**src/source/cam_cfg_pkg.sv**
```systemverilog
package cam_cfg_pkg;

   typedef logic [15:0] reg_addr_t;   // sensor register address
   typedef logic [7:0]  reg_data_t;   // sensor register value
   typedef logic [4:0]  script_idx_t; // script entry number

   localparam logic [6:0] SENSOR_ADDR = 7'h36;   // 7-bit form of 0x6c
   localparam logic [7:0] SENSOR_WR   = {SENSOR_ADDR, 1'b0};
   localparam logic [7:0] SENSOR_RD   = {SENSOR_ADDR, 1'b1};

   localparam reg_addr_t ID_REG     = 16'h300B; // chip id byte
   localparam reg_data_t ID_VALUE   = 8'h88;
   localparam logic [7:0] DELAY_MARK = 8'hAA;   // tag of a delay entry

   localparam int SCRIPT_LEN = 24;

   // one script line, tag byte on top
   typedef struct packed {
      logic [7:0] tag;  // SENSOR_WR or DELAY_MARK
      reg_addr_t  addr;
      reg_data_t  data; // delay units for a delay entry
   } script_entry_t;

   // transactions the sequencer can ask for
   typedef enum logic [1:0] {
      OP_WRITE_REG,     // addr, reg hi, reg lo, data
      OP_WRITE_PTR,     // addr, reg hi, reg lo
      OP_READ           // read addr, one byte
   } xfer_op_t;

   // single bus operations of the bit layer
   typedef enum logic [1:0] {
      BIT_START,
      BIT_STOP,
      BIT_WRITE,
      BIT_READ
   } bit_cmd_t;

endpackage

```
**src/source/cfg_script_rom.sv**
```systemverilog
`timescale 1ns/1ps

module cfg_script_rom (
   input  cam_cfg_pkg::script_idx_t   rom_idx,
   output cam_cfg_pkg::script_entry_t rom_entry
);

   function automatic cam_cfg_pkg::script_entry_t wr(
      input cam_cfg_pkg::reg_addr_t addr,
      input cam_cfg_pkg::reg_data_t data
   );
      wr = {cam_cfg_pkg::SENSOR_WR, addr, data};
   endfunction

   function automatic cam_cfg_pkg::script_entry_t dly(input cam_cfg_pkg::reg_data_t units);
      dly = {cam_cfg_pkg::DELAY_MARK, 16'h0000, units};
   endfunction

   always_comb begin
      case (rom_idx)
         5'd0:    rom_entry = wr(16'h0103, 8'h01); // software reset
         5'd1:    rom_entry = wr(16'h0100, 8'h00); // software standby
         5'd2:    rom_entry = dly(8'd10);
         5'd3:    rom_entry = wr(16'h0302, 8'd24); // pll1 multiplier
         5'd4:    rom_entry = wr(16'h0303, 8'h00); // pll1 divm
         5'd5:    rom_entry = wr(16'h0304, 8'h03); // pll1 mipi div
         5'd6:    rom_entry = wr(16'h030e, 8'h00); // pll2 r_divs
         5'd7:    rom_entry = wr(16'h030f, 8'h04); // pll2 r_divsp
         5'd8:    rom_entry = wr(16'h0312, 8'h01); // pll2 pre div
         5'd9:    rom_entry = wr(16'h031e, 8'h0c);
         5'd10:   rom_entry = wr(16'h3015, 8'h01); // clock div
         5'd11:   rom_entry = wr(16'h3018, 8'h72); // mipi 4 lane
         5'd12:   rom_entry = wr(16'h3808, 8'h02); // x size hi, 640
         5'd13:   rom_entry = wr(16'h3809, 8'h80); // x size lo
         5'd14:   rom_entry = wr(16'h380a, 8'h01); // y size hi, 480
         5'd15:   rom_entry = wr(16'h380b, 8'hE0); // y size lo
         5'd16:   rom_entry = wr(16'h3503, 8'h00); // no gain/exposure delay
         5'd17:   rom_entry = wr(16'h3508, 8'h03); // analog gain hi
         5'd18:   rom_entry = wr(16'h3509, 8'h00); // analog gain lo
         5'd19:   rom_entry = wr(16'h5018, 8'h19); // red wb gain
         5'd20:   rom_entry = wr(16'h501a, 8'h10); // green wb gain
         5'd21:   rom_entry = wr(16'h501c, 8'h17); // blue wb gain
         5'd22:   rom_entry = dly(8'd10);
         5'd23:   rom_entry = wr(16'h0100, 8'h01); // wake up, streaming
         default: rom_entry = dly(8'd0);           // past the end
      endcase
   end

endmodule

```
**config.mk**
```make
export PLATFORM = sky130hd
export DESIGN_NAME = cfg_script_rom
export DESIGN_NICKNAME = d
export VERILOG_FILES = /design/src/source/cam_cfg_pkg.sv /design/src/source/cfg_script_rom.sv
export SDC_FILE = /design/constraint.sdc
export NUM_CORES = 1
export LEC_CHECK = 0
export BUFFER_PORTS_ARGS = -buffer_cell sky130_fd_sc_hd__buf_2
export CORE_UTILIZATION = 48
export DETAILED_ROUTE_END_ITERATION = 8
export PLACE_DENSITY = 0.95
export SYNTH_ARGS = -nofsm -noshare
export SYNTH_HDL_FRONTEND = slang
export SYNTH_SLANG_ARGS = --single-unit
```
**constraint.sdc**
```tcl
create_clock -name vclk -period 1.4
set_input_delay 0.07 -clock vclk [all_inputs]
set_output_delay 0.07 -clock vclk [all_outputs]
set_load 0.01 [all_outputs]
```
* Word-level counts from Yosys, hierarchy flattened
Memory sizes are Yosys's and may differ from the RTL's.
Index checks and enable logic that the tools add are counted.
** Word-level totals
- ROM bits :: 768
- Bits in registers :: 0
- Memories kept :: 1
** Memories
- (name not given) :: words 32, bits a word 24, rd ports 1, clocked after memory_dff 0, wr ports 0, RTL line cfg_script_rom.sv:20 : case (rom_idx)

* Depth between registers and ports, before layout
An unclocked memory read counts as a cell.
- Depth after elaboration :: 1
- Mapped depth :: 6
- Mapped depth without buffers :: 5

* Worst setup path before layout
No wires, ideal clock.
- Path type :: input port to output port
- From :: input port rom_idx[0]
- To :: output port rom_entry[8] (netlist name)
- Stages :: 5
- Slack :: 0.190 ns
- Arrival time :: 1.140 ns
- Cell sequence :: inv_1 -> ha_1 -> inv_1 -> mux4_2 -> a22o_1
** RTL lines
- from (decl) :: RTL line cfg_script_rom.sv:4 : input cam_cfg_pkg::script_idx_t rom_idx,
- to (decl) :: RTL line cfg_script_rom.sv:5 : output cam_cfg_pkg::script_entry_t rom_entry

==> summary.txt <==
Critical path
  • Crit path max fanout: 8
  • Crit path to: rom_entry[1]
  • Worst Setup SP: rom_idx[0]
  • Worst Path Required: about 1.3 ns
  • CP Cell Sequence: buf_4, buf_4, ha_1, mux4_2, inv_1, o22ai_1, buf_2
  • Crit path DAT: between 1 and 1.5 ns
  • CP Depth: 7
  • CP max stage delay: 0.45 ns
  • Crit start category: input pin
  • CP max-delay cell: mux4_2
  • Buffers & Inverters on Critical Path: 4
  • Worst path top cell family by delay: buffers and inverters
  • Crit Path Class: input pin to output port
  • CP endpoint kind: output port
  • Most used cell, CP: buf_4

Synth
  • Mapped cell area: 682 um^2
  • Synth Warn #: 0
  • Post-synth top cells: buf_4, ha_1, nor2_1
  • Count leader, synth: buf_4
  • Sequential area share after synthesis: 0%
  • Yosys top cell by area: ha_1
  • Area contributors post-synth: ha_1, buf_4, mux2i_1
  • Syn Inst Count: a little over 90
  • Syn_area_per_cell: approximately 7.4 um^2
  • Share of the synthesized area in the top cell type: roughly a fifth
  • Cell variety after synth: 29

Global route
  • Initial antenna violation count: 0
  • GRT Total Usage: between 20 and 30%
  • Vias in the first global route: approximately 620
  • Grt total ovfl: 0
  • First-pass GRT wire length: a little under 3000 um
  • Largest net degree at the start of global routing: 17

Finish
  • Fin nets: 141
  • Share of layout cells above drive strength 1: a little over two fifths
  • # diodes: 0
  • Non-Filler Instances: between 100 and 150
  • Clock buf count: 0
  • FFs & Latches: 0
  • Layout area overhead: 30.8%
  • Storage cell area: 0 um^2
  • Post-route cell area: ~890 um^2

Timing
  • Final Hold Viols: 0
  • Setup TNS Final: 0 ns
  • Unrepaired setup endpoints after global routing: yes
  • Final worst-path cycle share: between 90% and 100%
  • # setup viols final: 0
  • Fmax: just over 700 MHz
  • Max Slew Vio Count: 0
  • Minimum clock period: between 1 and 1.5 ns

Die
  • Starting density of the core: 51.8%
  • Row cnt: 13
  • Core Area: 1320 um^2
  • I/O pins: 37
  • Die Span Y: a little under 40 um
  • Area of the die: about 1600 um^2
  • DIE WIDTH: ~40 um

CTS
  • Hold-fix buffers, CTS: 0

Detailed routing
  • Pre-antenna DRT Iters: 4
  • Final ANT Viol Nets: 0
  • DR WL/cell: approximately 15 um
  • Vias per cell: ~5.7
  • Initial DRC count: 24
  • Final wirelength: slightly above 2000 um
  • DR DRC count: 0
  • Vias post-DR: ~800

Placed design
  • HPWL after DPL: ~1500 um
  • Placed insts: between 100 and 150
  • Gp weighted congestion: 0.862
  • Dpl cell area: around 830 um^2
  • Port bufs: 29

Power and ir drop
  • Pwr dens: about 340 nW/um^2
  • VDD IR max: approximately 170 uV
  • Final Power: a little over 300 uW
  • Leak pwr: just under 0.0005 uW

Run status
  • Status: finished, final reports clean

Flow run
  • Max Cap Viol: 0

Hold path
  • Worst min-delay path category: input pin to output port
[area by class of cell]
| cell class | instances | area, um^2 |
|---|---|---|
| well taps | 15 | 18.8 |
| inverters | 7 | 28.8 |
| fillers | 109 | 425 |
| multi-input cells | 75 | 603 |
| repair buffers | 41 | 241 |
[repair_timing]
action | CTS | global route
pin swaps | 1 | 2
endpoints found under the setup margin | 1 | 6
resized for setup | 7 | 6
setup buffers | 0 | 0
[kinds of logic (layout without fill, tap and decap cells)]
kind of cell / Yosys count / after routing / synth area share, %
buffers and inverters: 23 / 48 / 22.2
adders and majority gates: 11 / 11 / 20.2
AOI/OAI and AO/OA: 21 / 21 / 22.9
muxes: 8 / 8 / 15.4
other: 2 / 8 / 1.10
and+or+nand+nor: 27 / 27 / 18.2
[stage by stage]
step	hold WS [ns]	setup WS, ns	util (%)
2_1_floorplan	0.303	0.190	-
3_3_place_gp	0.516	-0.00531	63.2
3_5_place_dp	0.518	-0.0468	63.2
4_1_cts	0.521	0.00863	65.2
5_1_grt	0.541	-0.0844	67.7
6_report	0.520	0.00555	67.7
[cells in the final DEF (no fill, tap or decap), types with 2 or more instances in the layout]
cell      synthesis  final
a21o_1            2      2
a22o_1            2      2
a32o_1            2      2
buf_2             1     28
buf_4            13     12
conb_1            2      8
ha_1             11      7
ha_4              0      3
inv_1             6      4
inv_2             1      2
mux2i_1           6      5
mux4_2            2      2
nand2_1           7      7
nand2b_1          3      3
nor2_1            8      8
nor2b_1           2      2
nor3_1            5      5
o21ai_0           3      3
o22ai_1           4      4
[power breakdown]
part | internal (uW) | leakage, uW | switching, uW | total, uW
Sequential | 0 | 0 | 0 | 0
Clock | 0 | 0 | 0 | 0
Combinational | 131 | 0.000497 | 170 | 302
Total | 131 | 0.000497 | 170 | 302
[how the worst min path moves through the flow]
| stage | startpoint | endpoint | slack (ns) | cells after the start |
|---|---|---|---|---|
| floorplan | rom_idx[4] | rom_entry[22] | 0.30 | 2 |
| global placement | rom_idx[3] | rom_entry[9] | 0.52 | 3 |
| detailed placement | rom_idx[3] | rom_entry[9] | 0.52 | 3 |
| CTS | rom_idx[3] | rom_entry[9] | 0.52 | 3 |
| global route | rom_idx[3] | rom_entry[9] | 0.54 | 3 |
| finish | rom_idx[3] | rom_entry[2] | 0.52 | 3 |
[layer usage]
| metal | wire length [um] | global-route usage [%] |
|---|---|---|
| met2 | 1090 | 51.2 |
| met3 | 122 | 0 |
| met4 | 55 | 2.59 |
| met1 | 801 | 34.0 |
| met5 | 0 | 0 |
Power figures use the tool's default switching activity.
