==> config.mk <==
export PLATFORM = sky130hd
export DESIGN_NAME = i2c_xfer_ctrl
export DESIGN_NICKNAME = d
export VERILOG_FILES = /design/src/source/cam_cfg_pkg.sv /design/src/source/i2c_xfer_ctrl.sv
export SDC_FILE = /design/constraint.sdc
export NUM_CORES = 1
export LEC_CHECK = 0
export ABC_AREA = 1
export BUFFER_PORTS_ARGS = -buffer_cell sky130_fd_sc_hd__buf_2
export CAP_MARGIN = 15
export CELL_PAD_IN_SITES_DETAIL_PLACEMENT = 1
export CELL_PAD_IN_SITES_GLOBAL_PLACEMENT = 2
export CORE_AREA = 5 5 81 83
export DETAILED_ROUTE_END_ITERATION = 12
export DIE_AREA = 0 0 86 88
export GPL_TIMING_DRIVEN = 1
export PLACE_DENSITY = 0.9
export SETUP_SLACK_MARGIN = 0.05
export SLEW_MARGIN = 10
export SYNTH_ARGS = -nofsm -noshare
export SYNTH_HDL_FRONTEND = slang
export SYNTH_SLANG_ARGS = --single-unit
==> constraint.sdc <==
create_clock -name CLK_400K -period 2.4 [get_ports CLK_400K]
set_input_delay 0.24 -clock CLK_400K [delete_from_list [all_inputs] [get_ports CLK_400K]]
set_output_delay 0.24 -clock CLK_400K [all_outputs]
set_load 0.1 [all_outputs]
==> src/source/cam_cfg_pkg.sv <==
package cam_cfg_pkg;

   typedef logic [15:0] reg_addr_t;   // sensor register address
   typedef logic [7:0]  reg_data_t;   // sensor register value
   typedef logic [4:0]  script_idx_t; // script entry number

   localparam logic [6:0] SENSOR_ADDR = 7'h36;   // 7-bit form of 0x6c
   localparam logic [7:0] SENSOR_WR   = {SENSOR_ADDR, 1'b0};
   localparam logic [7:0] SENSOR_RD   = {SENSOR_ADDR, 1'b1};

   localparam reg_addr_t ID_REG     = 16'h300B; // chip id byte
   localparam reg_data_t ID_VALUE   = 8'h88;
   localparam logic [7:0] DELAY_MARK = 8'hAA;   // tag of a delay entry

   localparam int SCRIPT_LEN = 24;

   // one script line, tag byte on top
   typedef struct packed {
      logic [7:0] tag;  // SENSOR_WR or DELAY_MARK
      reg_addr_t  addr;
      reg_data_t  data; // delay units for a delay entry
   } script_entry_t;

   // transactions the sequencer can ask for
   typedef enum logic [1:0] {
      OP_WRITE_REG,     // addr, reg hi, reg lo, data
      OP_WRITE_PTR,     // addr, reg hi, reg lo
      OP_READ           // read addr, one byte
   } xfer_op_t;

   // single bus operations of the bit layer
   typedef enum logic [1:0] {
      BIT_START,
      BIT_STOP,
      BIT_WRITE,
      BIT_READ
   } bit_cmd_t;

endpackage

==> src/source/i2c_xfer_ctrl.sv <==
`timescale 1ns/1ps

module i2c_xfer_ctrl (
   input  logic                   CLK_400K,
   input  logic                   RESET_N,
   input  logic                   xfer_req,
   input  cam_cfg_pkg::xfer_op_t  xfer_op,
   input  cam_cfg_pkg::reg_addr_t xfer_reg,
   input  cam_cfg_pkg::reg_data_t xfer_data,
   output logic                   xfer_ack,
   output logic                   xfer_nack,
   output cam_cfg_pkg::reg_data_t xfer_rdata,
   output logic                   bit_req,
   output cam_cfg_pkg::bit_cmd_t  bit_cmd,
   output logic                   bit_wdata,
   input  logic                   bit_ack,
   input  logic                   bit_rdata
);

   typedef enum logic [2:0] {X_IDLE, X_START, X_BYTE, X_ACK, X_STOP, X_DONE} xstate_t;

   xstate_t    state;
   logic [7:0] sh;        // tx byte out, rx byte in
   logic [2:0] bit_cnt;
   logic [1:0] byte_cnt;
   logic [1:0] last_idx;
   logic [1:0] load_idx;
   logic [7:0] load_byte;
   logic       rd_byte;   // data phase of a read
   logic       bit_done;

   assign bit_done   = bit_req & bit_ack;
   assign rd_byte    = (xfer_op == cam_cfg_pkg::OP_READ) && (byte_cnt == 2'd1);
   assign last_idx   = (xfer_op == cam_cfg_pkg::OP_WRITE_REG) ? 2'd3 :
                       (xfer_op == cam_cfg_pkg::OP_WRITE_PTR) ? 2'd2 : 2'd1;
   assign load_idx   = (state == X_IDLE) ? 2'd0 : byte_cnt + 2'd1;
   assign xfer_rdata = sh;

   always_comb begin
      case (load_idx)
         2'd0:    load_byte = (xfer_op == cam_cfg_pkg::OP_READ) ? cam_cfg_pkg::SENSOR_RD
                                                               : cam_cfg_pkg::SENSOR_WR;
         2'd1:    load_byte = xfer_reg[15:8];
         2'd2:    load_byte = xfer_reg[7:0];
         default: load_byte = xfer_data;
      endcase
   end

   always_comb begin
      bit_cmd   = cam_cfg_pkg::BIT_READ;
      bit_wdata = 1'b1;
      case (state)
         X_START: bit_cmd = cam_cfg_pkg::BIT_START;
         X_STOP:  bit_cmd = cam_cfg_pkg::BIT_STOP;
         X_BYTE: begin
            bit_cmd   = rd_byte ? cam_cfg_pkg::BIT_READ : cam_cfg_pkg::BIT_WRITE;
            bit_wdata = sh[7];                 // msb first
         end
         X_ACK:   bit_cmd = rd_byte ? cam_cfg_pkg::BIT_WRITE : cam_cfg_pkg::BIT_READ;
         default: bit_cmd = cam_cfg_pkg::BIT_READ;
      endcase
   end

   always_ff @(posedge CLK_400K) begin
      if (!RESET_N) begin
         state     <= X_IDLE;
         bit_req   <= 1'b0;
         bit_cnt   <= 3'd0;
         byte_cnt  <= 2'd0;
         xfer_ack  <= 1'b0;
         xfer_nack <= 1'b0;
      end else begin
         if (state inside {X_START, X_BYTE, X_ACK, X_STOP} && !bit_req && !bit_ack)
            bit_req <= 1'b1;
         else if (bit_done)
            bit_req <= 1'b0;

         case (state)
            X_IDLE: if (xfer_req && !xfer_ack) begin
               xfer_nack <= 1'b0;
               byte_cnt  <= 2'd0;
               state     <= X_START;
            end
            X_START: if (bit_done) begin
               bit_cnt <= 3'd0;
               state   <= X_BYTE;
            end
            X_BYTE: if (bit_done) begin
               bit_cnt <= bit_cnt + 3'd1;
               if (bit_cnt == 3'd7)
                  state <= X_ACK;
            end
            X_ACK: if (bit_done) begin
               if (!rd_byte && bit_rdata) begin
                  xfer_nack <= 1'b1;           // abort on slave nack
                  state     <= X_STOP;
               end else if (byte_cnt == last_idx) begin
                  state <= X_STOP;
               end else begin
                  byte_cnt <= byte_cnt + 2'd1;
                  bit_cnt  <= 3'd0;
                  state    <= X_BYTE;
               end
            end
            X_STOP: if (bit_done) begin
               xfer_ack <= 1'b1;
               state    <= X_DONE;
            end
            default: if (!xfer_req) begin
               xfer_ack <= 1'b0;
               state    <= X_IDLE;
            end
         endcase
      end
   end

   // shift register, loaded per byte
   always_ff @(posedge CLK_400K) begin
      if ((state == X_IDLE && xfer_req && !xfer_ack) ||
          (state == X_ACK && bit_done && byte_cnt != last_idx))
         sh <= load_byte;
      else if (state == X_BYTE && bit_done)
         sh <= {sh[6:0], bit_rdata};
   end

endmodule

# Word-level counts from Yosys, hierarchy flattened
# Index checks and enable logic that the tools add are counted.
# Widths: inputs -> output; s select.
op_classes:
  addsub: 2
  eq_ne: 23
  muxes: 41
  bitwise: 2
  n_reduce_logical: 29
ops:
  columns: ["operator", "n"]
  rows:
  - ["$mux 3", 14]
  - ["$pmux 8 s3", 1]
  - ["$mux 8", 2]
  - ["$pmux 3 s5", 1]
  - ["$mux 2", 7]
  - ["$ne 2x2->1 const B", 7]
  - ["$mux 1", 11]
  - ["$logic_and 1x1->1", 10]
  - ["$pmux 3 s3", 1]
  - ["$pmux 2 s4", 1]
  - ["$reduce_and 7->1", 1]
  - ["$eq 2x1->1 const B", 3]
  - ["$eq 3x2->1 const B", 2]
  - ["$eq 3x3->1 const B", 2]
  - ["$ne 2x1->1 const B", 3]
  - ["$ne 6x1->1 const B", 1]
  - ["$reduce_and 6->1", 1]
  - ["$reduce_bool 2->1", 3]
  - ["$reduce_and 5->1", 1]
  - ["$eq 2x2->1 const B", 2]
  - ["$logic_not 1->1", 4]
  - ["$logic_not 2->1", 2]
  - ["$pmux 1 s2", 2]
  - ["$pmux 2 s2", 1]
  - ["14 further kinds", 14]
word_totals:
  regBits: 19
  out_inout_bits: 14

# Depth between registers and ports, before layout
# Gate-level depths: netlist (run 1).
logic_depth:
  depth_word: 8
  mapped_depth: 10
  mapped_depth_nobuf: 10

# Least setup slack after synthesis (run 1)
# Ideal clock, no wire load.
synth_timing:
  path_kind: "reg2out"
  from: "register state[2]"
  to: "output bit_cmd[0]"
  t_arrival_ns: 2.213
  required_time_ns: 2.160
  path_slack_ns: -0.053
  path_stages_with_launch: 5
  path_cell_list: "dfxtp_1 -> buf_6 -> nor2_1 -> nand2_2 -> o2111ai_1"
synth_between:
  elab_chain_cells: 2
  elab_cells_between_ends: 5
synth_lines:
  columns: ["item", "line", "rtl"]
  rows:
  - ["start: declaration", "i2c_xfer_ctrl.sv:22", "xstate_t state;"]
  - ["start signal: assignment", "i2c_xfer_ctrl.sv:66", "state <= X_IDLE;"]
  - ["start signal: assignment", "i2c_xfer_ctrl.sv:82", "state <= X_START;"]
  - ["start signal: assignment", "i2c_xfer_ctrl.sv:86", "state <= X_BYTE;"]
  - ["$eq 3x2->1 (tied with other cells)", "i2c_xfer_ctrl.sv:52", "case (state)"]
  - ["$pmux 2 s4 (*)", "i2c_xfer_ctrl.sv:52", null]
  - ["end: declaration", "i2c_xfer_ctrl.sv:14", "output cam_cfg_pkg::bit_cmd_t bit_cmd,"]
# Mark *: on every way between the ends. The rest lies on a longest branch, timed or not.

# Worst setup path after layout (run 1)
layout_timing:
  from: "register state[1]"
  to: "register sh[0] (netlist: xfer_rdata[0]) (enable)"
layout_between:
  elab_chain_cells: 5
  elab_cells_between_ends: 10
layout_lines:
  columns: ["item", "line", "rtl"]
  rows:
  - ["$eq 3x2->1 or $logic_not 3->1 (tied branches)", "i2c_xfer_ctrl.sv:120, i2c_xfer_ctrl.sv:119", null]
  - ["$logic_and 1x1->1, on equally long branches (2 in series)", "i2c_xfer_ctrl.sv:120, i2c_xfer_ctrl.sv:119", null]
  - ["$logic_or 1x1->1", "i2c_xfer_ctrl.sv:119", "if ((state == X_IDLE && xfer_req && !xfer_ack) ||"]
  - ["$reduce_bool 2->1 (no line) (*)", null, null]
  - ["end signal: assignment", "i2c_xfer_ctrl.sv:121", "sh <= load_byte;"]
  - ["end signal: assignment", "i2c_xfer_ctrl.sv:123", "sh <= {sh[6:0], bit_rdata};"]
  - ["end: declaration", "i2c_xfer_ctrl.sv:23", "logic [7:0] sh;"]
# Marked as above.
# A chain may end at the register's enable or synchronous reset.

==> out/qor.csv, run 1 <==
metric,value,unit
Seq cells post-synth,19,
Commonest cells post-synth,"87 x nand2_1, 33 x nand3_1, 27 x inv_1, 11 x dfxtp_1, 11 x nor2_1",
worst slew pin tran,1047,ps
Final TNS setup,0,ps
CP max FO,9,
top cell type by total area after synthesis,nand2_1,
Compound-Gate Fraction of Synth Area,6.868,%
Slew Limit Fails,0,
syn avg cell area,6.640,um^2
clock buffer depth,2,
Root Driver,clkbuf_8,
routability cong.,0.8047,
Clock Pin Slew Worst Setup and Hold Paths,70,ps
Synth Area in Simple Gates,49.41,%
unrepaired setup endpoints after global routing,no,
first-pass GRT wire length,7576,um
num ports,45,
crit start category,register,
status,finished clean,
worst skew pair latency,260,ps
routed len/inst,12.73,um
1st-iter DRT viols,42,
Main synth FF type,dfxtp_1,
WP data arrival,1990,ps
cells after synthesis,225,
top cell type's share of synthesized area,21.86,%
Site Rows,28,
Die ar.,0.007568,mm^2
hold buffer count at cts,0,
Pwr Total,2743,uW
Area Overhead vs Synth,22.28,%
Vias/cell,4.472,
vias in the first global route,1601,
largest family of logic cells by synthesized area,simple AND/OR/NAND/NOR gates,
Post-CTS Repair Setup Buffers,0,
Hold Crit Start,bit_ack,
starting density of the core,25.84,%
Tot GR Track Use,12.46,%
Pleak,0.0009225,uW
post-synthesis mux area share,0,%
most common cell in the synthesized netlist,nand2_1,
"Seq/Total Area, Yosys",30.82,%
flop2flop setup slack,290,ps
remaining global-route overflow,0,
warnings from Yosys,0,
"Distinct cells, synth",23,
Max Fclk,474.5,MHz
design area,0.001827,mm^2
DIE WIDTH,86,um
Setup Skew,3.211,ps
mapped cell area,0.001494,mm^2
final antenna-violating net count,0,
Slew headroom,29.45,%
Post-synth EDFFs,8,
WL final,4392,um
dpl hpwl,3758,um
final worst path period need,2107,ps
fin crit share,87.81,%
post-layout util,31.60,%
Hold WC Path Type,primary input to register,
Critical Path Source,state[1],
Core Footprint,0.005781,mm^2
cts repair resizes,0,
Num Clock Sinks,19,
proportion of layout cells with a drive suffix above 1,27.78,%
initial antenna violation count,0,
FF-to-FF Start,state[1],
Peak supply drop,0.5897,mV
FILL cells,771,
multi-input logic area,884.6,um^2
Power Density,1501,mW/mm^2
drt pass-1 iters,4,
WS Path Type,register to register,
fin nets,305,
Num CTS Buffers,3,
CP Capture Type,register,
FF+latch area,461.7,um^2
Post-Synth XOR/XNOR Area,0,%
Final Hold Fails,0,
routed vias,1543,
Port-buffer cells,44,
MaxCap Viol Count,0,
Adder-Cell Fraction of Synth Area,2.513,%
Required @ worst endpoint,2280,ps
Antenna Cells,0,
setup violators final,0,
pin count of the biggest net entering global routing,11,
Die H,88,um
TritonCTS clock tree,built,
WHS,244.3,ps
dpl cell area,0.001782,mm^2
Post-synth ARST share,0,%
post-synth net total,259,
Clock H-tree levels,1,
DRC violations left,0,
synth top area cells,"nand2_1 22%, edfxtp_1 16%, dfxtp_1 15%, nand3_1 11%, inv_1 6.8%",
per-stage QoR:
step | instances | worst slack [ps]
after global placement | 341 | 409.1
after CTS | 345 | 279.1
after floorplan | 225 | 350.5
after global routing | 345 | 109.6
final | 345 | 292.6
after detailed placement | 341 | 301.9
cell type report:
class | instances | area share [%]
timing repair buffer | 44 | 12.05
clock buffer | 4 | 2.466
tap | 75 | 5.137
inverter | 31 | 6.644
multi-input combinational | 172 | 48.42
sequential | 19 | 25.27
logic make-up (layout without fill, tap and decap cells):
| kind of cell | count (synthesis) | after routing |
|---|---|---|
| adder cells (fa/ha/maj) | 3 | 3 |
| AND/OR/NAND/NOR | 152 | 152 |
| buffers and inverters | 34 | 79 |
| AO/OA/AOI/OAI | 17 | 17 |
| flip-flops | 19 | 19 |
critical path, cell delays in order (launching register included):
cell and delay [ps]:
dfxtp_1 630, nand2_4 130, nor2_8 180, nand3_1 140
o21ai_4 150, inv_4 100, o21ai_0 410
power breakdown:
group	leakage [uW]	internal, uW	total [uW]	switching, uW
clock network	0.0000228	118	227	109
registers	0.000167	487	602	115
logic	0.000733	440	1910	1470
routing by layer:
metal	track usage, %	vias up	wire length (um)
li1	-	803	-
met1	16.60	712	2091
met2	21.23	24	2125
met3	2.352	4	144
met4	2.158	0	31
met5	0	-	0
sequential cells by signal, indices dropped and copies added, names as in the netlist:
register / count
bit_cnt: 3
bit_req: 1
xfer_nack: 1
state: 3
xfer_rdata: 8
xfer_ack: 1
byte_cnt: 2
path summary, 6_finish.rpt:
kind                         to  cells past startpoint
setup / recovery  xfer_rdata[0]                      6
hold / removal          bit_req                      4
setup reg to reg  xfer_rdata[0]                      6
hold reg to reg       xfer_nack                      2
layout by cell type, fill, tap and decap left out:
| cell type | n |
|---|---|
| a21oi_1 | 6 |
| buf_2 | 44 |
| clkbuf_1 | 1 |
| clkbuf_8 | 3 |
| dfxtp_1 | 10 |
| dfxtp_2 | 1 |
| edfxtp_1 | 8 |
| ha_1 | 3 |
| inv_1 | 27 |
| inv_2 | 2 |
| inv_4 | 2 |
| nand2_1 | 87 |
| nand2_2 | 6 |
| nand2_4 | 2 |
| nand2_8 | 1 |
| nand3_1 | 33 |
| nand3_2 | 2 |
| nor2_1 | 11 |
| nor2_2 | 4 |
| nor2_4 | 3 |
| nor2_8 | 2 |
| o2111ai_2 | 1 |
| o211ai_1 | 1 |
| o21ai_0 | 8 |
| o21ai_4 | 1 |
| or2_2 | 1 |
(Power assumes the default switching activity.)
==> run 2, diff against run 1 <==
--- a/config.mk
+++ b/config.mk
@@ -6,15 +6,15 @@
 export NUM_CORES = 1
 export LEC_CHECK = 0
 export ABC_AREA = 1
-export BUFFER_PORTS_ARGS = -buffer_cell sky130_fd_sc_hd__buf_2
 export CAP_MARGIN = 15
 export CELL_PAD_IN_SITES_DETAIL_PLACEMENT = 1
 export CELL_PAD_IN_SITES_GLOBAL_PLACEMENT = 2
-export CORE_AREA = 5 5 81 83
+export CORE_AREA = 5 5 77 79
 export DETAILED_ROUTE_END_ITERATION = 12
-export DIE_AREA = 0 0 86 88
+export DIE_AREA = 0 0 82 84
+export DONT_BUFFER_PORTS = 1
 export GPL_TIMING_DRIVEN = 1
-export PLACE_DENSITY = 0.9
+export PLACE_DENSITY = 0.83
 export SETUP_SLACK_MARGIN = 0.05
 export SLEW_MARGIN = 10
 export SYNTH_ARGS = -nofsm -noshare
==> out/qor.csv, run 2 (synthesized netlist as in run 1, its figures left out) <==
metric,value,unit,change
status,finished clean,,
Vias/cell,4.518,,+1.0%
FF-to-FF Start,state[2],,
post-layout util,32.05,%,+0.45 points
initial antenna violation count,0,,unchanged
WHS,88.98,ps,-155.3 ps
Root Driver,clkbuf_8,,
num ports,45,,unchanged
PnR worst setup slack,305.6,ps,+12.98 ps
FILL cells,707,,-8.3%
clock buffer depth,2,,unchanged
WL final,4185,um,-4.7%
r2r worst-path depth,3,,-3
Power Density,1630,mW/mm^2,+8.6%
DRC violations left,0,,unchanged
dpl hpwl,3492,um,-7.1%
"commonest non-fill, non-tap cells in the layout","87 x nand2_1, 33 x nand3_1, 27 x inv_1, 11 x nor2_1, 11 x buf_4",,
worst slew pin tran,1037,ps,-10.14 ps
Required @ worst endpoint,2300,ps,+20 ps
CP Capture Point,xfer_rdata[0],,
WP data arrival,1990,ps,about the same
Max Fclk,477.5,MHz,+0.62%
Peak supply drop,0.8518,mV,+44%
starting density of the core,28.35,%,+2.5 points
Die ar.,0.006888,mm^2,-9.0%
Site Rows,27,,-3.6%
Final Hold Fails,0,,unchanged
Antenna Cells,0,,unchanged
CP max FO,9,,unchanged
hold buffer count at cts,0,,unchanged
Num CTS Buffers,3,,unchanged
Num Clock Sinks,19,,unchanged
fin crit share,87.27,%,-0.54 points
Post-CTS Repair Setup Buffers,0,,unchanged
multi-input logic area,884.6,um^2,unchanged
Clock Pin Slew Worst Setup and Hold Paths,80,ps,about the same
first-pass GRT wire length,6962,um,-8.1%
routed vias,1396,,-9.5%
vias in the first global route,1451,,-9.4%
max FFs per register,8,,unchanged
Place WS,321.2,ps,+19.28 ps
worst skew pair latency,270,ps,about the same
Area Overhead vs Synth,13.07,%,
WS Path Type,register to register,,
Final TNS setup,0,ps,unchanged
Setup Skew,6.236,ps,+3.025 ps
"commonest non-fill, non-tap cell in the layout",nand2_1,,
Hold WC Path Type,primary input to register,,
MaxCap Viol Count,0,,unchanged
Port-buffer cells,0,,-100%
routability cong.,0.8180,,+1.7%
Tot GR Track Use,12.83,%,+0.37 points
Hold Crit Start,RESET_N,,
remaining global-route overflow,0,,unchanged
Clock H-tree levels,1,,unchanged
Slew Limit Fails,0,,unchanged
DIE WIDTH,82,um,-4.7%
routed len/inst,13.54,um,+6.4%
1st-iter DRT viols,46,,+9.5%
cts repair resizes,0,,unchanged
proportion of layout cells with a drive suffix above 1,18.14,%,-9.6 points
final antenna-violating net count,0,,unchanged
drt pass-1 iters,4,,unchanged
Die H,84,um,-4.5%
TritonCTS clock tree,built,,
final worst path period need,2094,ps,-12.98 ps
dpl cell area,0.001640,mm^2,-7.9%
design area,0.001689,mm^2,-7.5%
Critical Path Source,state[2],,
setup violators final,0,,unchanged
crit start category,register,,
r2r endpoint,xfer_rdata[0],,
Pleak,0.0008007,uW,-13%
Core Footprint,0.005270,mm^2,-8.8%
unrepaired setup endpoints after global routing,no,,
fin nets,272,,-11%
flop2flop setup slack,310,ps,about the same
FF+latch area,461.7,um^2,unchanged
CP Capture Type,register,,
pin count of the biggest net entering global routing,13,,+2
Slew headroom,30.13,%,+0.68 points
run 2: area by class of cell:
type,instances,area share (%)
clock buffer,3,2.444
clock inverter,1,0.4444
inverter,31,7.185
multi-input combinational,172,52.37
sequential,19,27.33
tap,72,5.333
timing repair buffer,11,4.889
run 2: critical path, cell delays in order (launching register included):
cell and delay (ps):
dfxtp_1 470, nor2_1 260, nand2_2 140, o21ai_0 850
run 2: how the worst min path moves through the flow:
stage	to	cells after the start
global placement	bit_cnt[0]	2
floorplan	bit_cnt[0]	2
detailed placement	bit_cnt[0]	2
global route	byte_cnt[0]	2
finish	byte_cnt[0]	2
CTS	byte_cnt[0]	2
run 2: through the flow:
| stage | total power [uW] | cells |
|---|---|---|
| floorplan | 2202 | 225 |
| global placement | 2517 | 305 |
| detailed placement | 2536 | 305 |
| CTS | 2787 | 309 |
| global route | 2959 | 309 |
| finish | 2754 | 309 |
run 2: layer usage:
metal / global-route usage [%] / vias up / share of wire [%] / wire length [um]
li1: - / 737 / - / -
met1: 16.61 / 634 / 47 / 1948
met2: 21.23 / 21 / 48 / 2028
met3: 2.484 / 4 / 3.9 / 165
met4: 3.625 / 0 / 1.0 / 42
met5: 0 / - / 0 / 0
run 2: where the power goes:
| group | leakage (uW) | switching [uW] | internal [uW] | total, uW |
|---|---|---|---|---|
| Combinational | 0.000612 | 1350 | 456 | 1800 |
| Clock | 0.0000217 | 125 | 117 | 242 |
| Sequential | 0.000167 | 222 | 488 | 709 |
