$ cat config.mk
export PLATFORM = sky130hd
export DESIGN_NAME = cam_cfg_sequencer
export DESIGN_NICKNAME = d
export VERILOG_FILES = /design/src/source/cam_cfg_pkg.sv /design/src/source/cam_cfg_sequencer.sv
export SDC_FILE = /design/constraint.sdc
export NUM_CORES = 1
export LEC_CHECK = 0
export BUFFER_PORTS_ARGS = -buffer_cell sky130_fd_sc_hd__buf_2
export CAP_MARGIN = 10
export CORE_MARGIN = 4
export CORE_UTILIZATION = 45
export CTS_CLUSTER_SIZE = 28
export DETAILED_ROUTE_END_ITERATION = 7
export GPL_TIMING_DRIVEN = 0
export PLACE_DENSITY = 0.83
export SYNTH_ARGS = -nofsm -noshare
export SYNTH_HDL_FRONTEND = slang
export SYNTH_SLANG_ARGS = --single-unit
$ cat constraint.sdc
create_clock -name CLK_400K -period 1.85 [get_ports CLK_400K]
set_input_delay 0.4625 -clock CLK_400K [delete_from_list [all_inputs] [get_ports CLK_400K]]
set_output_delay 0.4625 -clock CLK_400K [all_outputs]
set_load 0.01 [all_outputs]
$ cat src/source/cam_cfg_pkg.sv
package cam_cfg_pkg;

   typedef logic [15:0] reg_addr_t;   // sensor register address
   typedef logic [7:0]  reg_data_t;   // sensor register value
   typedef logic [4:0]  script_idx_t; // script entry number

   localparam logic [6:0] SENSOR_ADDR = 7'h36;   // 7-bit form of 0x6c
   localparam logic [7:0] SENSOR_WR   = {SENSOR_ADDR, 1'b0};
   localparam logic [7:0] SENSOR_RD   = {SENSOR_ADDR, 1'b1};

   localparam reg_addr_t ID_REG     = 16'h300B; // chip id byte
   localparam reg_data_t ID_VALUE   = 8'h88;
   localparam logic [7:0] DELAY_MARK = 8'hAA;   // tag of a delay entry

   localparam int SCRIPT_LEN = 24;

   // one script line, tag byte on top
   typedef struct packed {
      logic [7:0] tag;  // SENSOR_WR or DELAY_MARK
      reg_addr_t  addr;
      reg_data_t  data; // delay units for a delay entry
   } script_entry_t;

   // transactions the sequencer can ask for
   typedef enum logic [1:0] {
      OP_WRITE_REG,     // addr, reg hi, reg lo, data
      OP_WRITE_PTR,     // addr, reg hi, reg lo
      OP_READ           // read addr, one byte
   } xfer_op_t;

   // single bus operations of the bit layer
   typedef enum logic [1:0] {
      BIT_START,
      BIT_STOP,
      BIT_WRITE,
      BIT_READ
   } bit_cmd_t;

endpackage

$ cat src/source/cam_cfg_sequencer.sv
`timescale 1ns/1ps

module cam_cfg_sequencer #(
   parameter int DELAY_UNIT   = 400,
   parameter int ID_RETRY_GAP = 8
) (
   input  logic                       CLK_400K,
   input  logic                       RESET_N,
   output cam_cfg_pkg::script_idx_t   rom_idx,
   input  cam_cfg_pkg::script_entry_t rom_entry,
   output logic                       xfer_req,
   output cam_cfg_pkg::xfer_op_t      xfer_op,
   output cam_cfg_pkg::reg_addr_t     xfer_reg,
   output cam_cfg_pkg::reg_data_t     xfer_data,
   input  logic                       xfer_ack,
   input  logic                       xfer_nack,
   input  cam_cfg_pkg::reg_data_t     xfer_rdata,
   output logic                       cfg_done,
   output cam_cfg_pkg::reg_data_t     sensor_id
);

   localparam int CNT_MAX = (DELAY_UNIT > ID_RETRY_GAP) ? DELAY_UNIT : ID_RETRY_GAP;
   localparam int CNT_W   = $clog2(CNT_MAX + 1);

   typedef enum logic [3:0] {
      S_INIT, S_PTR, S_READ, S_GAP, S_RUN, S_WRITE, S_DELAY, S_DONE
   } sstate_t;

   sstate_t                state;
   logic [CNT_W-1:0]       cyc_cnt;   // gap and delay unit cycles
   cam_cfg_pkg::reg_data_t unit_cnt;  // delay units elapsed
   logic                   xfer_done;
   logic                   last_entry;

   assign xfer_done  = xfer_req & xfer_ack;
   assign last_entry = (rom_idx == 5'(cam_cfg_pkg::SCRIPT_LEN - 1));

   always_comb begin
      xfer_op   = cam_cfg_pkg::OP_WRITE_REG;
      xfer_reg  = rom_entry.addr;
      xfer_data = rom_entry.data;
      if (state == S_PTR) begin
         xfer_op  = cam_cfg_pkg::OP_WRITE_PTR;
         xfer_reg = cam_cfg_pkg::ID_REG;
      end else if (state == S_READ) begin
         xfer_op  = cam_cfg_pkg::OP_READ;
         xfer_reg = cam_cfg_pkg::ID_REG;
      end
   end

   always_ff @(posedge CLK_400K) begin
      if (!RESET_N) begin
         state     <= S_INIT;
         xfer_req  <= 1'b0;
         rom_idx   <= '0;
         cyc_cnt   <= '0;
         unit_cnt  <= '0;
         cfg_done  <= 1'b0;
         sensor_id <= '0;
      end else begin
         if (state inside {S_PTR, S_READ, S_WRITE} && !xfer_req && !xfer_ack)
            xfer_req <= 1'b1;
         else if (xfer_done)
            xfer_req <= 1'b0;

         case (state)
            S_INIT: state <= S_PTR;       // quiet first cycle
            S_PTR: if (xfer_done) begin
               cyc_cnt <= '0;
               state   <= xfer_nack ? S_GAP : S_READ;
            end
            S_READ: if (xfer_done) begin
               cyc_cnt <= '0;
               if (!xfer_nack)
                  sensor_id <= xfer_rdata;
               if (!xfer_nack && xfer_rdata == cam_cfg_pkg::ID_VALUE)
                  state <= S_RUN;
               else
                  state <= S_GAP;         // probe again
            end
            S_GAP: begin
               cyc_cnt <= cyc_cnt + 1'b1;
               if (cyc_cnt == CNT_W'(ID_RETRY_GAP - 1))
                  state <= S_PTR;
            end
            S_RUN: begin
               cyc_cnt  <= '0;
               unit_cnt <= '0;
               state    <= (rom_entry.tag == cam_cfg_pkg::DELAY_MARK) ? S_DELAY : S_WRITE;
            end
            S_WRITE: if (xfer_done) begin
               if (xfer_nack) begin
                  state <= S_RUN;         // same entry again
               end else if (last_entry) begin
                  cfg_done <= 1'b1;
                  state    <= S_DONE;
               end else begin
                  rom_idx <= rom_idx + 1'b1;
                  state   <= S_RUN;
               end
            end
            S_DELAY: begin
               if (unit_cnt == rom_entry.data) begin
                  if (last_entry) begin
                     cfg_done <= 1'b1;
                     state    <= S_DONE;
                  end else begin
                     rom_idx <= rom_idx + 1'b1;
                     state   <= S_RUN;
                  end
               end else if (cyc_cnt == CNT_W'(DELAY_UNIT - 1)) begin
                  cyc_cnt  <= '0;
                  unit_cnt <= unit_cnt + 1'b1;
               end else begin
                  cyc_cnt <= cyc_cnt + 1'b1;
               end
            end
            default: state <= S_DONE;     // script finished, stay here
         endcase
      end
   end

endmodule

# Yosys cells after proc, flatten, opt, wreduce, memory -nomap -nowiden
# Cells that the tools add are included.
# Widths: inputs -> output; s select.
totals:
  regBits: 36
  latch_bits: 0
  ramBits: 0
  rom_bits: 0
  inputBits: 44
  output_inout_bits: 41
  elab_cells: 85
  memories: 0
op_classes:
  add_sub_neg: 3
  mul: 0
  n_div: 0
  order_cmp: 0
  eq_ne: 21
  shifts: 0
  muxes: 34
  bitwise: 2
  n_reduce_logical: 18
ops:
  columns: ["op", "count"]
  rows:
  - ["$pmux 9 s4", 1]
  - ["$mux 16", 2]
  - ["$pmux 4 s7", 1]
  - ["$mux 9", 3]
  - ["$mux 4", 5]
  - ["$mux 5", 4]
  - ["$eq 8x8->1 const B", 2]
  - ["$mux 8", 2]
  - ["$ne 2x2->1 const B", 8]
  - ["$pmux 8 s2", 1]
  - ["$eq 4x3->1 const B", 3]
  - ["$mux 2", 5]
  - ["$pmux 5 s2", 1]
  - ["$add 9x1->9 const B", 1]
  - ["$eq 9x3->1 const B", 1]
  - ["$eq 9x9->1 const B", 1]
  - ["$reduce_and 3->1", 3]
  - ["$add 8x1->8 const B", 1]
  - ["$eq 4x2->1 const B", 2]
  - ["$eq 8x8->1", 1]
  - ["$mux 1", 7]
  - ["$reduce_bool 2->1", 3]
  - ["$add 5x1->5 const B", 1]
  - ["$eq 5x5->1 const B", 1]
  - ["14 further kinds", 18]

# Logic depth before layout (Yosys ltp)
# Gate-level depths: netlist (run 1).
logic_depth:
  depth_word: 5
  depth_mapped: 7
  ltp_nobuf: 6

# Least setup slack after synthesis (run 1)
# Ideal clock, no wire load.
synth_path:
  path_type: "reg2out"
  from: "register state[1]"
  to: "output xfer_reg[0]"
  arrival_time_ns: 1.388
  t_required_ns: 1.387
  slack_ns: 0.000
  stages_incl_launch_ff: 6
  path_buffers: 2
  cell_sequence: "dfxtp_1 -> buf_4 -> nand2b_1 -> a21oi_1 -> clkbuf_1 -> or2_2"
synth_between:
  elab_chain_cells: 3
  elab_cells_between_ends: 4
  cone_classes: "eq/ne (2); mux (2)"
synth_rtl:
  columns: ["element", "line", "source"]
  rows:
  - ["start: declaration", "cam_cfg_sequencer.sv:29", "sstate_t state;"]
  - ["start signal: assignment", "cam_cfg_sequencer.sv:70", "state <= xfer_nack ? S_GAP : S_READ;"]
  - ["start signal: assignment", "cam_cfg_sequencer.sv:89", "state <= (rom_entry.tag == cam_cfg_pkg::DELAY_MARK) ? S_DELAY : S_WRITE;"]
  - ["$eq 4x2->1", "cam_cfg_sequencer.sv:45", "end else if (state == S_READ) begin"]
  - ["$mux 16", "cam_cfg_sequencer.sv:45", null]
  - ["$mux 16 (*)", "cam_cfg_sequencer.sv:42", "if (state == S_PTR) begin"]
  - ["end: declaration", "cam_cfg_sequencer.sv:13", "output cam_cfg_pkg::reg_addr_t xfer_reg,"]
# Every way passes the cells marked *; elsewhere a longest branch is shown, timed or not.

# Final worst setup path (run 1)
layout_path:
  from: "register state[0]"
  to: "register state[0]"
layout_between:
  elab_chain_cells: 3
  elab_cells_between_ends: 14
  cone_classes: "eq/ne (11); mux (1); reduce/logical (2)"
layout_rtl:
  columns: ["element", "line", "source"]
  rows:
  - ["$eq 4x2->1, or another cell as far along", "cam_cfg_sequencer.sv:66", "case (state)"]
  - ["$ne 2x2->1 (no source line)", null, null]
  - ["$reduce_and 5->1 (no source line)", null, null]
# Parallel ways exist; a longest one is shown, timed or not.
# A chain may end at the register's enable or synchronous reset.

==> flow_summary.yaml, run 1 <==
status:
  status: "complete, but fails checks"
  failed_checks: "setup timing"
route:
  drt-vias-per-instance: 5.76
  wl_met1_um: 2720
  met2_wirelength_um: 3600
  ant_nets: 0
  drc_errors: 0
  vias: 2504
  drt-total-wl_um: 6910
  routedWlPerCell_um: 15.9
  drt_iter0_drc: 123
  wl_met3_um: 497
  top_layer: "met4"
  firstDrtPassIters: 5
synth:
  synth_cell_types: 61
  synth_edf_count: 0
  ys_seq_area_share_pct: 30.4
  ys_warn_count: 0
  netlist_area_sq_um: 2310
  syn-num-nets: 312
  synth.avg_cell_area_sq_um: 8.71
  ys.flop_type: "dfxtp_1"
  synth.ff_latch_count: 35
  synthArstFlopShare_pct: 0
  postSynthCellCount: 265
hold_path:
  hp-class: "primary input to flip-flop"
cts:
  cts_tree: "built"
  clock_path_buffers: 2
  cts.sinks: 35
  clk_pin_slew_ps: 80
  clock_latency_ps: 290
  cts_buffers: 5
  htree_levels: 2
  cts-root-buf: "clkbuf_8"
setup_path:
  worst-path-max-fanout: 10
  worstSetupStartpointType: "flip-flop"
  arrival_ps: 2090
  path_class: "flip-flop to flip-flop"
  path_cells: "buf_4 -> nor4b_1 -> nand4_1 -> o211a_2 -> a311o_1 -> a21oi_1"
  worst_path_max_delay_cell: "dfxtp_4"
  cp.required_ps: 2060
  cpPeakStageDelay_ps: 390
  end_kind: "flip-flop"
layout:
  multi_input_area_sq_um: 1650
  area_growth_pct: 41.3
  final_nets: 414
  final_cell_mix: "buf_2, dfxtp_1, buf_4"
  post_route_cells_drive_above_1_share_pct: 46.2
  regArea_sq_um: 712
  fillers: 374
  final_common_cell: "buf_2"
  diodes: 0
  fin_cells: 435
  final_area_sq_um: 3260
die:
  die_w_um: 79.6
  start_util_pct: 47.6
  die_area_sq_um: 6340
  num_rows: 25
  top_level_ports: 85
  core-area_sq_um: 4850
  die_h_um: 79.6
global_routing:
  grt_antenna_before_repair: 0
  grt_max_degree: 12
  overflow: 0
  grt_pass1_vias: 2238
  grt_usage_pct: 19.8
  grt_pass1_wl_um: 10200
sta:
  setup_tns_ps: -47.0
  worst_pin_slew_ps: 548
  setup_ws_ps: -29.0
  skew_ps: 9.33
  min_period_ps: 1880
  maxSlewHeadroom_pct: 63.5
  rsz0062_at_grt: "true"
  finalHoldViolCount: 0
  final_max_slew_viol_count: 0
  fin_hold_ws_ps: 404
  post-route-period-util_pct: 102
  finalSetupViolations: 6
  clock.fmax_mhz: 532
pwr:
  netSwitchingFraction_pct: 38.2
  power_frac_comb_pct: 53.7
  p_per_area_nw_per_um2: 924
  switching_power_mw: 1.15
  leakage_nw: 1.32
  power.internal_mw: 1.86
  total_power_mw: 3.01
  clkPwrFrac_pct: 18.1
  ir_drop_mv: 0.581
  seqPwrFrac_pct: 28.2
placement:
  dp_hpwl_um: 4470
  portBuffers: 84
  dpl_cell_area_sq_um: 2820
  dp_cells: 416
  gp_congestion: 0.908
flow_run:
  maxCapViolCount: 0
==> per-stage QoR <==
stage,worst slack [ps],utilization [%]
floorplan,93.9,-
global placement,-177,58.1
detailed placement,-238,58.1
CTS,-10.1,64.1
global route,-107,67.2
finish,-29.0,67.2
==> metal layers <==
layer | track usage [%] | vias up
li1 | - | 1172
met1 | 25.1 | 1210
met2 | 33.7 | 109
met3 | 4.29 | 13
met4 | 5.67 | 0
met5 | 0 | -
==> Yosys cell counts (2+ instances only) <==
| cell | number | area (sq um) |
|---|---|---|
| and3_1 | 6 | 37.5 |
| o32ai_1 | 2 | 17.5 |
| or2_2 | 6 | 37.5 |
| nand4_4 | 2 | 42.5 |
| nand3_1 | 11 | 55.1 |
| clkbuf_1 | 7 | 26.3 |
| o22ai_1 | 2 | 12.5 |
| nor2b_1 | 12 | 75.1 |
| a21oi_1 | 11 | 55.1 |
| nand4b_1 | 3 | 26.3 |
| o21ai_0 | 2 | 10.0 |
| dfxtp_1 | 35 | 701 |
| xnor2_1 | 5 | 43.8 |
| nand2_1 | 20 | 75.1 |
| ha_1 | 3 | 37.5 |
| nand3b_1 | 3 | 22.5 |
| o311ai_1 | 3 | 26.3 |
| nand2b_1 | 13 | 81.3 |
| inv_1 | 2 | 7.51 |
| a2111oi_2 | 2 | 30.0 |
| a31oi_1 | 3 | 18.8 |
| nor2_1 | 18 | 67.6 |
| buf_2 | 3 | 15.0 |
| or2_1 | 2 | 12.5 |
| xnor2_2 | 4 | 65.1 |
| nor3b_1 | 2 | 15.0 |
| and4_1 | 2 | 17.5 |
| a211oi_1 | 8 | 60.1 |
| nand4_1 | 4 | 25.0 |
| a21boi_1 | 2 | 15.0 |
| or3_1 | 5 | 31.3 |
| o21ai_1 | 4 | 20.0 |
| buf_4 | 11 | 82.6 |
| o211ai_1 | 2 | 15.0 |
| nor3_1 | 3 | 15.0 |
| mux2i_1 | 17 | 170 |
==> kinds of logic after synthesis <==
family	count (synthesis)	synth area share (%)
AND/OR/NAND/NOR	122	31.8
AO/OA/AOI/OAI	55	18.3
flip-flops	35	30.4
buffers and inverters	24	5.86
multiplexers	17	7.38
XOR/XNOR	9	4.72
adder cells (fa/ha/maj)	3	1.63
==> state kept, by name, summed over array words and instances (netlist names) <==
| name | count |
|---|---|
| state | 3 |
| cyc_cnt | 9 |
| unit_cnt | 8 |
| cfg_done | 1 |
| sensor_id | 8 |
| rom_idx | 5 |
| xfer_req | 1 |
==> path summary, 6_finish.rpt <==
kind | from | slack, ps | depth (start not counted) | endpoint
min reg2reg | cfg_done | 480 | 2 | cfg_done
max reg2reg | state[0] | -30 | 6 | state[0]
max | state[0] | -30 | 6 | state[0]
min | xfer_ack | 400 | 2 | xfer_req
==> power groups by stage <==
| stage | registers, mW | logic, mW | clock network (mW) |
|---|---|---|---|
| final | 0.848 | 1.62 | 0.546 |
| after floorplan | 0.819 | 0.728 | 0 |
| after global routing | 0.852 | 1.71 | 0.593 |
| after global placement | 0.819 | 1.06 | 0 |
| after detailed placement | 0.820 | 1.08 | 0 |
| after CTS | 0.820 | 1.40 | 0.555 |
==> area by class of cell <==
type                            count  share of cell area [%]
Multi-Input combinational cell    206                    50.7
Sequential cell                    35                    21.8
Timing Repair Buffer               97                    17.4
Buffer                             19                    4.53
Tap cell                           67                    2.57
Clock buffer                        5                    2.11
Clock inverter                      3                   0.461
Inverter                            3                   0.345
==> critical path, delay by kind of cell (launching register included) <==
family,cells,cell delay (ps)
simple gates,2,580
compound gates,3,640
buf+inv,1,190
flops,1,390
==> what timing repair did <==
action | 4_1_cts | 5_1_grt
pin swaps | 2 | 8
hold buffers | 0 | 0
gates resized for setup | 34 | 35
gates cloned | 1 | 0
buffers inserted | 6 | 6
endpoints found under the setup margin | 21 | 45
Power figures use the tool's default switching activity.
==> inputs of run 2 (changes only) <==
- CORE_UTILIZATION: 45 -> 50
- PLACE_DENSITY: 0.83 -> 0.87
- clock period: 1.85 -> 1.9 ns (I/O delays scaled with it)
==> run 2 against run 1 <==
The run now ends clean. Register-to-register slack improved by 120 ps. Non-clock buffer count shrank 6. Critical path depth is 1 lower. Critical endpoint is now xfer_reg[0].
==> flow_summary.yaml, run 2 (synthesis gave the netlist of run 1 again) <==
status:
  status: "completed"
sta:
  final_max_slew_viol_count: 0
  clock.fmax_mhz: 541
  rsz0062_at_grt: "false"
  maxSlewHeadroom_pct: 66.3
  fin_hold_ws_ps: 381
  finalHoldViolCount: 0
  post-route-period-util_pct: 97.3
  setup_ws_ps: 51.6
  skew_ps: 8.00
  setup_tns_ps: 0
  finalSetupViolations: 0
  min_period_ps: 1850
  worst_pin_slew_ps: 506
layout:
  diodes: 0
  regMostFlops: "cyc_cnt"
  final_cell_mix: "buf_2, dfxtp_1, nand2_1"
  post_route_cells_drive_above_1_share_pct: 42.8
  largest_register_ffs: 9
  final_nets: 408
  regArea_sq_um: 713
  final_common_cell: "buf_2"
  fillers: 313
  multi_input_area_sq_um: 1600
  reg.largest.list: "cyc_cnt x9, sensor_id x8, unit_cnt x8"
  area_growth_pct: 36.1
setup_path:
  critPathTopFamily: "flip-flops"
  cpPeakStageDelay_ps: 380
  arrival_ps: 1370
  worstSetupStartpointType: "flip-flop"
  critPathBufInv: 2
  worst-path-max-fanout: 5
  cp.required_ps: 1420
  end_kind: "output pin"
  path_class: "flip-flop to output pin"
  worst_path_max_delay_cell: "dfxtp_4"
  path_cells: "nand2b_4 -> a21oi_4 -> buf_8 -> or2_4 -> buf_6"
pwr:
  leakage_nw: 1.28
  switching_power_mw: 1.04
  power_frac_comb_pct: 48.0
  netSwitchingFraction_pct: 35.2
  ir_drop_mv: 0.885
  power.internal_mw: 1.90
  clkPwrFrac_pct: 24.2
  seqPwrFrac_pct: 27.9
  p_per_area_nw_per_um2: 936
die:
  top_level_ports: 85
  die_w_um: 75.9
  num_rows: 24
  die_h_um: 75.9
  die_area_sq_um: 5770
  core-area_sq_um: 4410
  start_util_pct: 52.3
global_routing:
  grt_pass1_vias: 2257
  grt_antenna_before_repair: 0
  overflow: 0
  grt_max_degree: 19
  grt_usage_pct: 21.3
  grt_pass1_wl_um: 10400
route:
  firstDrtPassIters: 4
  drt-vias-per-instance: 5.58
  drc_errors: 0
  vias: 2310
  ant_nets: 0
  drt_iter0_drc: 163
  drt-total-wl_um: 6250
  routedWlPerCell_um: 15.1
cts:
  cts_buffers: 5
  clock_latency_ps: 290
  clk_pin_slew_ps: 70
  cts-root-buf: "clkbuf_8"
  cts_tree: "built"
  clock_path_buffers: 2
  htree_levels: 2
  postCtsHoldBufs: 0
  cts.sinks: 35
flow_run:
  maxCapViolCount: 0
placement:
  gp_congestion: 0.917
  dp_hpwl_um: 4480
  pre_cts_slack_ps: -295
  portBuffers: 84
hold_path:
  hp-class: "primary input to flip-flop"
## run 2: cell count changes in the layout (fill, tap and decap cells not counted), sizes merged
cell    previous run  this run
buf              110       105
bufinv             0         1
clkinv             3         1
## run 2: path summary, 6_finish.rpt
| check | from | endpoint | slack (ps) | cells after the start |
|---|---|---|---|---|
| worst max-delay path | state[1] | xfer_reg[0] | 50 | 5 |
| worst min-delay path | xfer_ack | xfer_req | 380 | 2 |
| worst max register to register | cyc_cnt[0] | unit_cnt[7] | 90 | 6 |
| worst min register to register | cfg_done | cfg_done | 480 | 2 |
## run 2: stage by stage
step	total power [mW]	util, %	cells	area (sq um)
3_5_place_dp	1.84	63.3	401	2790
4_1_cts	2.83	69.3	413	3060
2_1_floorplan	1.50	-	265	2310
3_3_place_gp	1.81	63.3	401	2790
6_report	2.94	71.1	414	3140
5_1_grt	3.10	71.1	414	3140
## run 2: final cells by class
cell class                 instances  area share [%]
sequential                        35            22.7
multi-input combinational        206            50.8
clock buffer                       6            2.63
tap                               52            2.07
clock inverter                     2            1.12
inverter                           3           0.359
buffer                            19            4.10
timing repair buffer              91            16.2
## run 2: timing repair
action                     4_1_cts  5_1_grt
pin swaps                        1        2
cloned                           1        0
buffers inserted                 4        2
setup endpoints to repair       21       41
gates resized for setup         25       21
## run 2: power by group through the flow
stage	clock network [mW]	logic, mW	registers (mW)
global route	0.760	1.52	0.825
detailed placement	0	1.04	0.799
finish	0.710	1.41	0.819
CTS	0.716	1.32	0.799
global placement	0	1.01	0.797
floorplan	0	0.700	0.797
## run 2: layer usage
metal  track usage, %  vias to the layer above  share of wire (%)
met3             3.79                        9                4.7
met2             37.0                       65                 52
met1             25.9                     1078                 41
li1                 -                     1158                  -
met5                0                        -                  0
met4             8.36                        0                1.4
==> inputs of run 3 (changes only) <==
- ABC_AREA: not set -> 1
- GPL_TIMING_DRIVEN: 0 -> not set
- PLACE_DENSITY: 0.87 -> 0.86
==> run 3 against run 2 <==
Die area is 6.8% higher. Clock skew is 2.7 ps lower. Synthesized area is 7.6% higher. Via count is 23% higher. Total power is 3.7% lower. Clock-buffer cell count stayed put. Synthesized cell count is 54% higher.
==> flow_summary.yaml, run 3 <==
synth:
  synth_xor_area_share_pct: 2.82
  yosysMostFrequentCell: "nand2_1"
  synth.ff_latch_count: 35
  yosysTopAreaCellShare_pct: 28.2
  synth.area.top_cells: "dfxtp_1, nand2_1, nor2_1"
  ys_warn_count: 0
  synth.avg_cell_area_sq_um: 6.08
  synth.largest_area_cell: "dfxtp_1"
  ys_seq_area_share_pct: 28.2
  syn-num-nets: 455
  postSynthCellCount: 408
  synth_edf_count: 0
  ys.flop_type: "dfxtp_1"
  synth-adder-area-share_pct: 1.51
  synth.area.mux_share_pct: 0
  synth_cell_types: 32
  netlist_area_sq_um: 2480
  synthArstFlopShare_pct: 0
  synth_top_family_by_area: "simple AND/OR/NAND/NOR gates"
  synthTopCellsByCount: "nand2_1, nor2_1, inv_1, nand3_1, dfxtp_1"
  synth_compound_area_share_pct: 9.07
  yosys.area_share.simple_pct: 46.0
status:
  status: "completed"
sta:
  post-route-period-util_pct: 97.7
  setup_tns_ps: 0
  fin_hold_ws_ps: 351
  finalHoldViolCount: 0
  clock.fmax_mhz: 539
  final_max_slew_viol_count: 0
  skew_ps: 5.31
  worst_pin_slew_ps: 504
  finalSetupViolations: 0
  maxSlewHeadroom_pct: 66.3
  rsz0062_at_grt: "true"
  min_period_ps: 1860
placement:
  portBuffers: 84
  gp_congestion: 0.971
  dp_cells: 552
  dp_hpwl_um: 5070
global_routing:
  grt_usage_pct: 21.9
  grt_pass1_vias: 2680
  grt_antenna_before_repair: 0
  grt_max_degree: 16
  grt_pass1_wl_um: 11000
  overflow: 0
cts:
  clk_pin_slew_ps: 70
  cts-root-buf: "clkbuf_8"
  htree_levels: 2
  cts_buffers: 5
  clock_path_buffers: 2
  cts_tree: "built"
  cts.sinks: 35
  clock_latency_ps: 290
die:
  top_level_ports: 85
  start_util_pct: 52.2
  core-area_sq_um: 4750
  num_rows: 25
  die_w_um: 78.5
  die_area_sq_um: 6160
  die_h_um: 78.5
route:
  ant_nets: 0
  routedWlPerCell_um: 11.8
  drc_errors: 0
  drt-total-wl_um: 6640
  vias: 2848
  firstDrtPassIters: 4
  drt_iter0_drc: 222
  drt-vias-per-instance: 5.04
layout:
  final_nets: 545
  final_common_cell: "nand2_1"
  largest_register_ffs: 9
  regMostFlops: "cyc_cnt"
  fin_cells: 565
  post_route_cells_drive_above_1_share_pct: 27.5
  reg.largest.list: "cyc_cnt x9, sensor_id x8, unit_cnt x8"
  diodes: 0
  final_cell_mix: "nand2_1, buf_2, nor2_1"
  final_core_util_pct: 65.0
  area_growth_pct: 24.5
  fillers: 425
setup_path:
  path_class: "flip-flop to output pin"
  worst_path_max_delay_cell: "dfxtp_4"
  cpPeakStageDelay_ps: 360
  arrival_ps: 1380
  cp.required_ps: 1420
  end_kind: "output pin"
  path_cells: "buf_4 -> nand3_4 -> nand2_4 -> or2_2 -> buf_2"
  worstSetupStartpointType: "flip-flop"
  worst-path-max-fanout: 6
pwr:
  total_power_mw: 2.83
  ir_drop_mv: 0.829
  leakage_nw: 1.55
  p_per_area_nw_per_um2: 915
hold_path:
  hp-class: "primary input to flip-flop"
flow_run:
  maxCapViolCount: 0
## run 3: path summary, 6_finish.rpt
| path | from | endpoint | slack (ps) | depth (start not counted) |
|---|---|---|---|---|
| setup / recovery | state[1] | xfer_reg[1] | 40 | 5 |
| hold / removal | xfer_ack | xfer_req | 350 | 2 |
| setup reg to reg | cyc_cnt[0] | unit_cnt[3] | 190 | 8 |
| hold reg to reg | cfg_done | cfg_done | 450 | 2 |
## run 3: metrics by stage
step           cell area [sq um]  worst slack, ps
2_1_floorplan               2480              228
3_3_place_gp                2940              185
3_5_place_dp                2940              130
4_1_cts                     3050             2.74
5_1_grt                     3090            -13.8
6_report                    3090             43.8
## run 3: kinds of logic (layout without fill, tap and decap cells)
logic type	count (synthesis)	in the layout
AO/OA/AOI/OAI	39	39
adder cells (fa/ha/maj)	3	3
XOR/XNOR	8	8
flip-flops	35	35
buffers and inverters	67	157
AND/OR/NAND/NOR	256	256
## run 3: final cells by class
| type | instances | area, sq um | share of cell area, % |
|---|---|---|---|
| Timing Repair Buffer | 100 | 544 | 17.6 |
| Inverter | 50 | 188 | 6.07 |
| Clock inverter | 1 | 5.00 | 0.162 |
| Multi-Input combinational cell | 306 | 1480 | 47.9 |
| Tap cell | 67 | 83.8 | 2.71 |
| Clock buffer | 6 | 82.6 | 2.67 |
| Sequential cell | 35 | 708 | 22.9 |
## run 3: worst max-delay path: cells and delay by family (launching register included)
kind                   cells  cell delay, ps
DFF                        1             360
and+or+nand+nor            3             440
buffers and inverters      2             280
## run 3: report_power, final
group / switching [mW] / internal, mW
combinational: 0.785 / 0.546
clock: 0.267 / 0.284
sequential: 0.115 / 0.833
## run 3: what timing repair did
item / CTS / global route
setup endpoints to repair: 12 / 9
hold buffers: 0 / 0
setup buffers: 2 / 4
gates resized for setup: 3 / 3
## run 3: per-layer routing
metal  GRT usage [%]  vias up  share of wire [%]
met3            4.36       21                7.0
met2            39.2      125                 49
met1            25.4     1242                 42
met4            9.09        0                2.6
li1                -     1460                  -
met5               0        -                  0
